--- config.mk ---
export PLATFORM = sky130hd
export DESIGN_NAME = input_port
export DESIGN_NICKNAME = d
export VERILOG_FILES = /design/src/common/noc_params.sv /design/src/input_port/input_port.sv /design/src/input_port/input_buffer.sv /design/src/input_port/circular_buffer.sv
export SDC_FILE = /design/constraint.sdc
export NUM_CORES = 1
export LEC_CHECK = 0
export BUFFER_PORTS_ARGS = -buffer_cell sky130_fd_sc_hd__buf_2
export CORE_UTILIZATION = 65
export DETAILED_ROUTE_END_ITERATION = 8
export PLACE_DENSITY = 0.94
export SETUP_SLACK_MARGIN = 0.1
export SYNTH_ARGS = -nofsm -noshare
export SYNTH_HDL_FRONTEND = slang
export SYNTH_SLANG_ARGS = --single-unit
--- constraint.sdc ---
create_clock -name clk -period 4.75 [get_ports clk]
set_input_delay 0.7125 -clock clk [delete_from_list [all_inputs] [get_ports clk]]
set_output_delay 0.7125 -clock clk [all_outputs]
set_load 0.1 [all_outputs]
--- src/common/noc_params.sv ---
package noc_params;

    localparam VC_NUM = 2;
    localparam VC_SIZE = $clog2(VC_NUM);
    localparam PORT_NUM = 5;
    localparam PORT_SIZE = $clog2(PORT_NUM);
    localparam IVC_NUM = PORT_NUM * VC_NUM;     // input VCs across the whole router
    localparam IVC_SIZE = $clog2(IVC_NUM);
    localparam BUFFER_SIZE = 8;
    localparam COORD_SIZE = 4;
    localparam FLIT_DATA_SIZE = 16;

    // the port value doubles as the index of every per-port array
    typedef enum logic [PORT_SIZE-1:0] {
        LOCAL,
        NORTH,
        SOUTH,
        EAST,
        WEST
    } port_t;

    typedef enum logic [1:0] {
        HEAD,
        BODY,
        TAIL
    } flit_label_t;

    typedef struct packed {
        logic [COORD_SIZE-1:0]                  dest_x;
        logic [COORD_SIZE-1:0]                  dest_y;
        logic [FLIT_DATA_SIZE-2*COORD_SIZE-1:0] pad;
    } head_payload_t;

    // head flits carry the destination, all other flits carry data
    typedef union packed {
        head_payload_t             head;
        logic [FLIT_DATA_SIZE-1:0] data;
    } flit_payload_t;

    typedef struct packed {
        flit_label_t        flit_label;
        logic [VC_SIZE-1:0] vc_id;
        flit_payload_t      payload;
    } flit_t;

endpackage
--- src/input_port/input_port.sv ---
`timescale 1ns/1ps

module input_port import noc_params::*; #(
    parameter logic [COORD_SIZE-1:0] ROUTER_X = '0,
    parameter logic [COORD_SIZE-1:0] ROUTER_Y = '0
) (
    input  logic               clk,
    input  logic               rst,
    input  flit_t              data_i,
    input  logic               valid_i,
    input  logic [VC_NUM-1:0]  read_i,
    input  logic [VC_SIZE-1:0] vc_new_i [VC_NUM],
    input  logic [VC_NUM-1:0]  vc_valid_i,
    output flit_t              data_o [VC_NUM],
    output logic [VC_NUM-1:0]  is_full_o,
    output port_t              out_port_o [VC_NUM],
    output logic [VC_NUM-1:0]  va_req_o,
    output logic [VC_NUM-1:0]  sa_req_o
);

    logic [VC_NUM-1:0] write;
    logic [VC_NUM-1:0] is_empty;
    port_t             route [VC_NUM];

    // dimension ordered: settle x first, then y
    function automatic port_t xy_route(input flit_payload_t payload);
        port_t dir;
        if (payload.head.dest_x > ROUTER_X)
            dir = EAST;
        else if (payload.head.dest_x < ROUTER_X)
            dir = WEST;
        else if (payload.head.dest_y > ROUTER_Y)
            dir = NORTH;
        else if (payload.head.dest_y < ROUTER_Y)
            dir = SOUTH;
        else
            dir = LOCAL;
        return dir;
    endfunction

    for (genvar v = 0; v < VC_NUM; v++)
    begin : g_vc
        assign write[v] = valid_i && data_i.vc_id == VC_SIZE'(v);

        // route the incoming head, or the next packet's head once the buffer holds one
        assign route[v] = is_empty[v] ? xy_route(data_i.payload)
                                      : xy_route(data_o[v].payload);

        input_buffer u_buffer (
            .clk        (clk),
            .rst        (rst),
            .data_i     (data_i),
            .read_i     (read_i[v]),
            .write_i    (write[v]),
            .vc_new_i   (vc_new_i[v]),
            .vc_valid_i (vc_valid_i[v]),
            .out_port_i (route[v]),
            .data_o     (data_o[v]),
            .is_full_o  (is_full_o[v]),
            .is_empty_o (is_empty[v]),
            .out_port_o (out_port_o[v]),
            .va_req_o   (va_req_o[v]),
            .sa_req_o   (sa_req_o[v])
        );
    end

endmodule

--- src/input_port/input_buffer.sv ---
`timescale 1ns/1ps

module input_buffer import noc_params::*; (
    input  logic               clk,
    input  logic               rst,
    input  flit_t              data_i,
    input  logic               read_i,
    input  logic               write_i,
    input  logic [VC_SIZE-1:0] vc_new_i,
    input  logic               vc_valid_i,
    input  port_t              out_port_i,
    output flit_t              data_o,
    output logic               is_full_o,
    output logic               is_empty_o,
    output port_t              out_port_o,
    output logic               va_req_o,
    output logic               sa_req_o
);

    typedef enum logic [1:0] {IDLE, VA, SA} state_t;

    state_t             state;
    state_t             state_next;
    logic [VC_SIZE-1:0] downstream_vc;
    logic [VC_SIZE-1:0] downstream_vc_next;
    port_t              out_port_next;
    flit_t              front_flit;
    logic               head_ready;

    circular_buffer u_fifo (
        .clk        (clk),
        .rst        (rst),
        .data_i     (data_i),
        .read_i     (read_i),
        .write_i    (write_i),
        .data_o     (front_flit),
        .is_full_o  (is_full_o),
        .is_empty_o (is_empty_o)
    );

    // a head either arrives into an empty buffer or already waits at the front
    assign head_ready = is_empty_o ? (write_i && data_i.flit_label == HEAD)
                                   : (front_flit.flit_label == HEAD);

    assign va_req_o = state == VA;
    assign sa_req_o = state == SA && !is_empty_o;

    always_comb
    begin
        data_o       = front_flit;
        data_o.vc_id = downstream_vc;   // flits leave on the VC granted downstream
    end

    always_ff @(posedge clk)
    begin
        if (rst)
        begin
            state         <= IDLE;
            out_port_o    <= LOCAL;
            downstream_vc <= '0;
        end
        else
        begin
            state         <= state_next;
            out_port_o    <= out_port_next;
            downstream_vc <= downstream_vc_next;
        end
    end

    always_comb
    begin
        state_next         = state;
        out_port_next      = out_port_o;
        downstream_vc_next = downstream_vc;
        case (state)
            IDLE:
            begin
                if (head_ready)
                begin
                    state_next    = VA;
                    out_port_next = out_port_i;
                end
            end
            VA:
            begin
                if (vc_valid_i)
                begin
                    state_next         = SA;
                    downstream_vc_next = vc_new_i;
                end
            end
            SA:
            begin
                if (read_i && front_flit.flit_label == TAIL)
                    state_next = IDLE;
            end
            default:
                state_next = IDLE;
        endcase
    end

endmodule

--- src/input_port/circular_buffer.sv ---
`timescale 1ns/1ps

module circular_buffer import noc_params::*; (
    input  logic  clk,
    input  logic  rst,
    input  flit_t data_i,
    input  logic  read_i,
    input  logic  write_i,
    output flit_t data_o,
    output logic  is_full_o,
    output logic  is_empty_o
);

    flit_t mem [BUFFER_SIZE];

    logic [$clog2(BUFFER_SIZE)-1:0]   rd_ptr;
    logic [$clog2(BUFFER_SIZE)-1:0]   wr_ptr;
    logic [$clog2(BUFFER_SIZE+1)-1:0] count;
    logic                             do_read;
    logic                             do_write;

    assign is_full_o  = count == BUFFER_SIZE;
    assign is_empty_o = count == 0;
    assign do_read    = read_i && !is_empty_o;
    assign do_write   = write_i && (!is_full_o || read_i);   // a full buffer accepts if it drains
    assign data_o     = mem[rd_ptr];

    always_ff @(posedge clk)
    begin
        if (do_write)
            mem[wr_ptr] <= data_i;
    end

    always_ff @(posedge clk)
    begin
        if (rst)
        begin
            rd_ptr <= '0;
            wr_ptr <= '0;
            count  <= '0;
        end
        else
        begin
            if (do_read)
                rd_ptr <= (rd_ptr == BUFFER_SIZE - 1) ? '0 : rd_ptr + 1'b1;
            if (do_write)
                wr_ptr <= (wr_ptr == BUFFER_SIZE - 1) ? '0 : wr_ptr + 1'b1;
            if (do_write && !do_read)
                count <= count + 1'b1;
            else if (do_read && !do_write)
                count <= count - 1'b1;
        end
    end

endmodule

==> results of run 1 <==
-- stage by stage --
step	cell area [um2]	hold WS, ns	utilization [%]	instances	setup WS, ns
finish	14600	0.428	74.9	1078	0.981
CTS	14600	0.414	74.9	1078	0.884
detailed placement	13700	0.462	70.2	1021	1.27
floorplan	13000	0.437	-	696	1.57
global placement	13700	0.442	70.2	1021	1.53
global route	14600	0.435	74.9	1078	0.754
-- worst max-delay path, delay by kind of cell, from the launching register on --
| family | cells | cell delay (ns) |
|---|---|---|
| buffers and inverters | 2 | 0.72 |
| flip-flops | 1 | 0.92 |
| multiplexers | 2 | 0.83 |
-- sequential cells by signal, indices dropped and copies added, names as in the netlist, named ones only --
register                     flops
g_vc.u_buffer.u_fifo.mem       288
g_vc.u_buffer.u_fifo.rd_ptr      6
g_vc.u_buffer.out_port_o         4
g_vc.u_buffer.state              4
g_vc.u_buffer.u_fifo.wr_ptr      6
g_vc.u_buffer.u_fifo.count       8
g_vc.u_buffer.downstream_vc      2
-- power breakdown --
group / internal (uW) / leakage, uW / switching (uW)
logic: 721 / 0.00150 / 1640
clock network: 1240 / 0.000445 / 986
registers: 3210 / 0.00290 / 205
-- Yosys cell counts (3+ instances only) --
cell type / instances
nor2_1: 31
edfxtp_1: 288
buf_4: 12
nor2b_1: 4
nand3_1: 7
buf_2: 8
nor4_1: 12
nor3b_1: 13
mux2_2: 35
nor3_1: 26
or3_1: 3
dfxtp_1: 36
clkbuf_1: 11
xnor2_1: 4
ha_1: 14
mux2i_1: 4
inv_1: 8
nand2_1: 30
mux4_1: 4
a21oi_1: 23
nand2b_1: 12
o21ai_0: 4
mux4_2: 68
buf_1: 3
-- cell families (layout without fill, tap and decap cells) --
logic type,after synthesis,count (layout),synth area share [%]
AOI/OAI and AO/OA,43,43,2.02
xor gates and xnor gates,6,6,0.404
adders and majority gates,16,16,1.65
buffers and inverters,45,162,1.85
DFF,324,324,72.0
muxes,112,112,16.0
other,1,2,0.0288
and+or+nand+nor,148,148,6.02
-- cells in the final DEF, fill, tap and decap left out, types with 5 or more instances in the layout --
master	n
a21oi_1	23
buf_2	75
buf_4	22
clkbuf_1	12
clkbuf_16	31
clkinv_2	5
dfxtp_1	34
edfxtp_1	288
ha_1	14
inv_1	8
mux2_2	35
mux4_2	68
nand2_1	30
nand2b_1	12
nand3_1	7
nor2_1	31
nor3_1	20
nor3_2	6
nor3b_1	13
nor4_1	11
-- worst paths after layout --
check	to	slack, ns	startpoint	depth (start not counted)
min reg2reg	g_vc[1].u_buffer.downstream_vc$_SDFFE_PP0P_	0.46	g_vc[1].u_buffer.downstream_vc$_SDFFE_PP0P_	2
min	g_vc[1].u_buffer.downstream_vc$_SDFFE_PP0P_	0.43	vc_new_i[0]	3
max reg2reg	g_vc[1].u_buffer.u_fifo.count[3]$_SDFFE_PP0P_	1.47	g_vc[1].u_buffer.u_fifo.count[0]$_SDFFE_PP0P_	12
max	data_o[7]	0.98	flop	4
-- layer usage --
layer | wire (um) | GRT usage [%] | up-vias
met1 | 10500 | 37.2 | 3546
met4 | 992 | 11.1 | 0
met3 | 2390 | 4.47 | 82
met2 | 14500 | 49.4 | 408
li1 | - | - | 2979
met5 | 0 | 0 | -
-- area by class of cell --
class | count | area, um2 | share of cell area (%)
clock buffer | 48 | 865 | 5.91
clock inverter | 9 | 45.0 | 0.308
inverter | 8 | 30.0 | 0.205
multi-input combinational | 327 | 3440 | 23.5
sequential | 324 | 9370 | 64.1
tap | 265 | 332 | 2.27
timing repair buffer | 97 | 541 | 3.70
==> run summary, run 1 <==
IO buf count - 75
status - complete, no violations
initial detailed-routing violation count - 626
layout cells sized above 1 - 32.2%
largest net degree at the start of global routing - 31
Post-route DRC - 0
Critical Path Fanout Max - 28
sequential fraction of the synthesis area - 72.0%
Clk pin slew, worst setup/hold paths - 0.06 ns
Final HPWL DP - 17100 um
Max Root-Sink Buffers - 3
cell types occupying the most area after synthesis - edfxtp_1, mux4_2, dfxtp_1
Pwr per Cell Area - 547 mW/mm2
Die Ht - 143 um
CP Launch Type - flop
WP data required - 4.04 ns
Pre-Repair DR Iteration Count - 5
Layout Skew - 0.00668 ns
setup TNS - 0 ns
crit path DAT - 3.06 ns
Die Width - 143 um
Post-synth EDFFs - 288
asr flop ratio synth - 0%
Worst path max stage delay - 0.92 ns
leakage - 0.00485 uW
Worst-Margin Slew - 1.20 ns
max_slew headroom - 19.7%
Crit. End Element - primary output
max cap viols - 0
CTS Buf Count - 31
Resize count post-CTS - 0
Slew Viols, Final - 0
critical path cell sequence - buf_4 > mux4_2 > mux2_2 > buf_2
CTS tree - done
area grow syn2layout - 12.4%
Hold Crit Class - input pin to flop
clock network latency to the later pin of the worst-skew pair - 0.55 ns
CTS root buf - clkbuf_16
synthesized instance count - 695
Final nets - 833
Yosys top cell area share - 66.5%
DR WL/cell - 26.3 um
Final Hold Fails - 0
vias per cell - 6.51
Yosys warning total - 0
FP Rows - 51
core area - 0.0195 mm2
syn avg cell area - 18.7 um2
total gr overflow - 0
# fillers - 1076
H-tree levels - 1
Routed Antenna Nets - 0
drt total wl - 28300 um
CTS Sinks - 324
first-pass GRT wire length - 42000 um
PnR Total Power - 8010 uW
Achievable Freq - 265 MHz
initial antenna violation count - 0
setup violators final - 0
Yosys reg bits - 324
n_diodes - 0
Vias - 7015
Initial Util - 66.6%
unrepaired setup endpoints after global routing - no
Final min period - 3.77 ns
synthesized area - 0.0130 mm2
Critical-path top delay cell - dfxtp_2
crit share post-route - 79.4%
vias in the first global route - 7260
CTS Hold Bufs - 0
I/O pin count - 78
die area - 0.0206 mm2
gpl congestion - 0.824
kind of critical path - flop to primary output
Cell variety after synth - 52
Primary FF master, synth - edfxtp_1
peak supply drop - 491 uV
postcts setup bufs - 0
Tot GR Track Use - 28.7%
cell taking the most area after synthesis - edfxtp_1
Note: power is estimated with default switching activity, not from simulation.
==> run 2: changes to the inputs <==
Settings changed: ABC_AREA set to 1, CORE_UTILIZATION 65 to 55, PLACE_DENSITY 0.94 to 0.86.
Clock period 4.75 ns to 3.04 ns, I/O delays scaled along.
==> run 2 against run 1 <==
Compared with the run above: hold slack got worse by 0.28 ns; wire length increased by 12%; area after synthesis increased by 3.5%; clock power increased by 85%; sequential share of layout area decreased by 4.4 points; critical path type unchanged; largest cell class unchanged; highest routed layer unchanged.
==> run summary, run 2 <==
most common cell in the netlist - edfxtp_1
drt total wl - 31800 um (+12%)
H-tree levels - 1 (unchanged)
Post-Place Cell Area - 0.0146 mm2 (+6.5%)
clock network latency to the later pin of the worst-skew pair - 0.58 ns (+0.03 ns)
Buffers & Inverters on Critical Path - 3 (+1)
Crit. End Element - primary output
DR WL/cell - 19.4 um (-26%)
synthesized instance count - 1221 (+76%)
commonest non-fill, non-tap cell in the layout - edfxtp_1
core area - 0.0238 mm2 (+22%)
fin area - 0.0157 mm2 (+7.4%)
I/O pin count - 78 (unchanged)
Pwr per Cell Area - 1070 mW/mm2 (+95%)
Min Hold Slack - 0.148 ns (-0.280 ns)
Yosys warning total - 0 (unchanged)
commonest non-fill, non-tap cells in the layout - edfxtp_1, nor2_1, nand2_1
post-synthesis adder-cell area fraction - 1.60% (-0.056 points)
Max Root-Sink Buffers - 3 (unchanged)
postcts setup bufs - 0 (unchanged)
cell taking the most area after synthesis - edfxtp_1
Post-route DRC - 0 (unchanged)
max cap viols - 0 (unchanged)
status - complete, no violations
cell types occupying the most area after synthesis - edfxtp_1, nor2_1, dfxtp_1
Clk pin slew, worst setup/hold paths - 0.06 ns (about the same)
CTS tree - done
Finished Layout Cells - 1639 (+52%)
CTS Sinks - 324 (unchanged)
max FFs per register - 288 (unchanged)
asr flop ratio synth - 0% (unchanged)
Die Ht - 158 um (+10%)
CTS root buf - clkbuf_16
Pre-Repair DR Iteration Count - 5 (unchanged)
Yosys reg bits - 324 (unchanged)
crit path DAT - 2.39 ns (-0.67 ns)
peak supply drop - 1090 uV (+120%)
Tot GR Track Use - 25.6% (-3.2 points)
Post-Synth Simple-Gate Area - 15.3% (+9.3 points)
commonest cells in the synthesized netlist - edfxtp_1, nor2_1, nand2_1, o21ai_0, inv_1
vias in the first global route - 9541 (+31%)
Yosys top cell area share - 64.2% (-2.2 points)
Synth Area in Compound Gates - 7.27% (+5.2 points)
crit share post-route - 93.7%
CP top delay family - buffers and inverters
Critical Path Fanout Max - 72 (+160%)
Critical-path top delay cell - buf_2
Primary FF master, synth - edfxtp_1
die area - 0.0251 mm2 (+22%)
CTS Buf Count - 31 (unchanged)
initial antenna violation count - 0 (unchanged)
# fillers - 1538 (+43%)
sequential fraction of the synthesis area - 69.6% (-2.4 points)
syn avg cell area - 11.0 um2 (-41%)
largest net degree at the start of global routing - 73 (+140%)
Final HPWL DP - 17900 um (+4.9%)
combinational family with the most area after synthesis - simple AND/OR/NAND/NOR gates
gpl congestion - 0.865 (+5.0%)
Cell variety after synth - 32 (-38%)
layout cells sized above 1 - 13.6% (-19 points)
Slew Viols, Final - 0 (unchanged)
first-pass GRT wire length - 48400 um (+15%)
Worst path max stage delay - 0.42 ns (-0.50 ns)
Most common cell on crit path - nand2_1
leakage - 0.00611 uW (+26%)
Initial Util - 56.7% (-9.9 points)
setup violators final - 0 (unchanged)
unrepaired setup endpoints after global routing - no
Achievable Freq - 351 MHz
area grow syn2layout - 16.7%
total gr overflow - 0 (unchanged)
kind of critical path - flop to primary output
mux contribution to synthesized area - 0% (-16 points)
FP Rows - 56 (+9.8%)
top flop regs - g_vc.u_buffer.u_fifo.mem x288, g_vc.u_buffer.u_fifo.count x8
PnR Total Power - 16800 uW (+110%)
initial detailed-routing violation count - 1207 (+93%)
Biggest register - g_vc.u_buffer.u_fifo.mem
Worst-Margin Slew - 0.626 ns (-0.578 ns)
Final Hold Fails - 0 (unchanged)
Final min period - 2.85 ns
max_slew headroom - 58.3% (+39 points)
WP data required - 2.58 ns (-1.46 ns)
vias per cell - 5.81 (-11%)
Routed Antenna Nets - 0 (unchanged)
synthesized area - 0.0135 mm2 (+3.5%)
Layout Skew - 0.0117 ns (+0.00499 ns)
critical path cell sequence - buf_8 > nand2_1 > nand2_1 > nand2_1 > nand3_1 > nand2_1 > inv_1 > buf_2
n_diodes - 0 (unchanged)
Die Width - 158 um (+10%)
placed insts - 1582 (+55%)
CP Launch Type - flop
Final nets - 1340 (+61%)
IO buf count - 75 (unchanged)
Hold Crit Class - input pin to flop
setup TNS - 0 ns (unchanged)
Post-synth EDFFs - 288 (unchanged)
XOR/XNOR Fraction of Synth Area - 0.260% (-0.14 points)
Vias - 9530 (+36%)
==> run 2: cell types whose count changed after synthesis, moves of 11 or more <==
| cell | previous run | this run |
|---|---|---|
| nor2_1 | 31 | 254 |
| nand2_1 | 30 | 192 |
| o21ai_0 | 4 | 115 |
| inv_1 | 8 | 103 |
| mux4_2 | 68 | 0 |
| nand3_1 | 7 | 67 |
| mux2_2 | 35 | 0 |
| nor3_1 | 26 | 3 |
| buf_2 | 8 | 29 |
| a31oi_1 | 0 | 17 |
| o22ai_1 | 2 | 16 |
| nor3b_1 | 13 | 0 |
| nand2b_1 | 12 | 0 |
| nor4_1 | 12 | 1 |
==> run 2: where the power goes <==
group          switching (uW)  internal [uW]
Combinational            5380           2070
Sequential                145           5070
Clock                    1650           2470
==> run 2: per-stage QoR <==
stage,util [%],worst slack [ns]
final,66.2,0.191
after global routing,66.2,0.0610
after CTS,66.1,0.171
after detailed placement,61.5,0.456
after global placement,61.5,0.595
after floorplan,-,0.360
==> run 2: kinds of logic (layout without fill, tap and decap cells) <==
family	after synthesis	in the layout
compound gates	183	183
flops	324	324
other cells	1	2
fa+ha+maj	16	16
buf+inv	172	270
xor+xnor	4	4
simple gates	521	521
==> run 2: worst register-to-register path, cell delays in order, from the launching register on <==
cell and delay, ns:
dfxtp_1 0.36, nor2_1 0.12, inv_1 0.06, nor3_2 0.30, nor2_1 0.16, inv_1 0.16
ha_1 0.23, inv_1 0.11, ha_1 0.30, nand2_1 0.07, nand2_1 0.05, a21oi_1 0.19
nor2_1 0.07, nor2_1 0.09, nand2_1 0.08, o21ai_0 0.17, a21oi_1 0.05
==> run 2: metal layers <==
layer  track usage (%)  wire length, um  vias to the layer above
li1                  -                -                     4286
met1              30.7            11400                     4556
met2              45.3            16400                      570
met3              3.29             2690                      118
met4              12.9             1270                        0
met5                 0                0                        -
==> run 2: timing repair <==
| item | in CTS | in global routing |
|---|---|---|
| endpoints found under the setup margin | 8 | 7 |
| hold buffers | 0 | 0 |
| gates resized for setup | 1 | 8 |
==> run 2: cell type report <==
type | instances | area, um2 | area share [%]
inverters | 109 | 417 | 2.65
flip-flops and latches | 324 | 9370 | 59.6
well taps | 319 | 399 | 2.54
clock buffers | 38 | 802 | 5.10
clock inverters | 19 | 285 | 1.82
repair buffers | 104 | 1040 | 6.62
multi-input cells | 726 | 3400 | 21.6
==> run 2: final timing paths <==
kind | start | endpoint | slack (ns) | cells past startpoint
hold reg to reg | g_vc[1].u_buffer.downstream_vc$_SDFFE_PP0P_ | g_vc[1].u_buffer.downstream_vc$_SDFFE_PP0P_ | 0.46 | 2
setup / recovery | flop | data_o[30] | 0.19 | 8
hold / removal | vc_new_i[0] | g_vc[1].u_buffer.downstream_vc$_SDFFE_PP0P_ | 0.15 | 3
setup reg to reg | g_vc[0].u_buffer.u_fifo.count[0]$_SDFFE_PP0P_ | g_vc[0].u_buffer.u_fifo.count[3]$_SDFFE_PP0P_ | 0.36 | 16
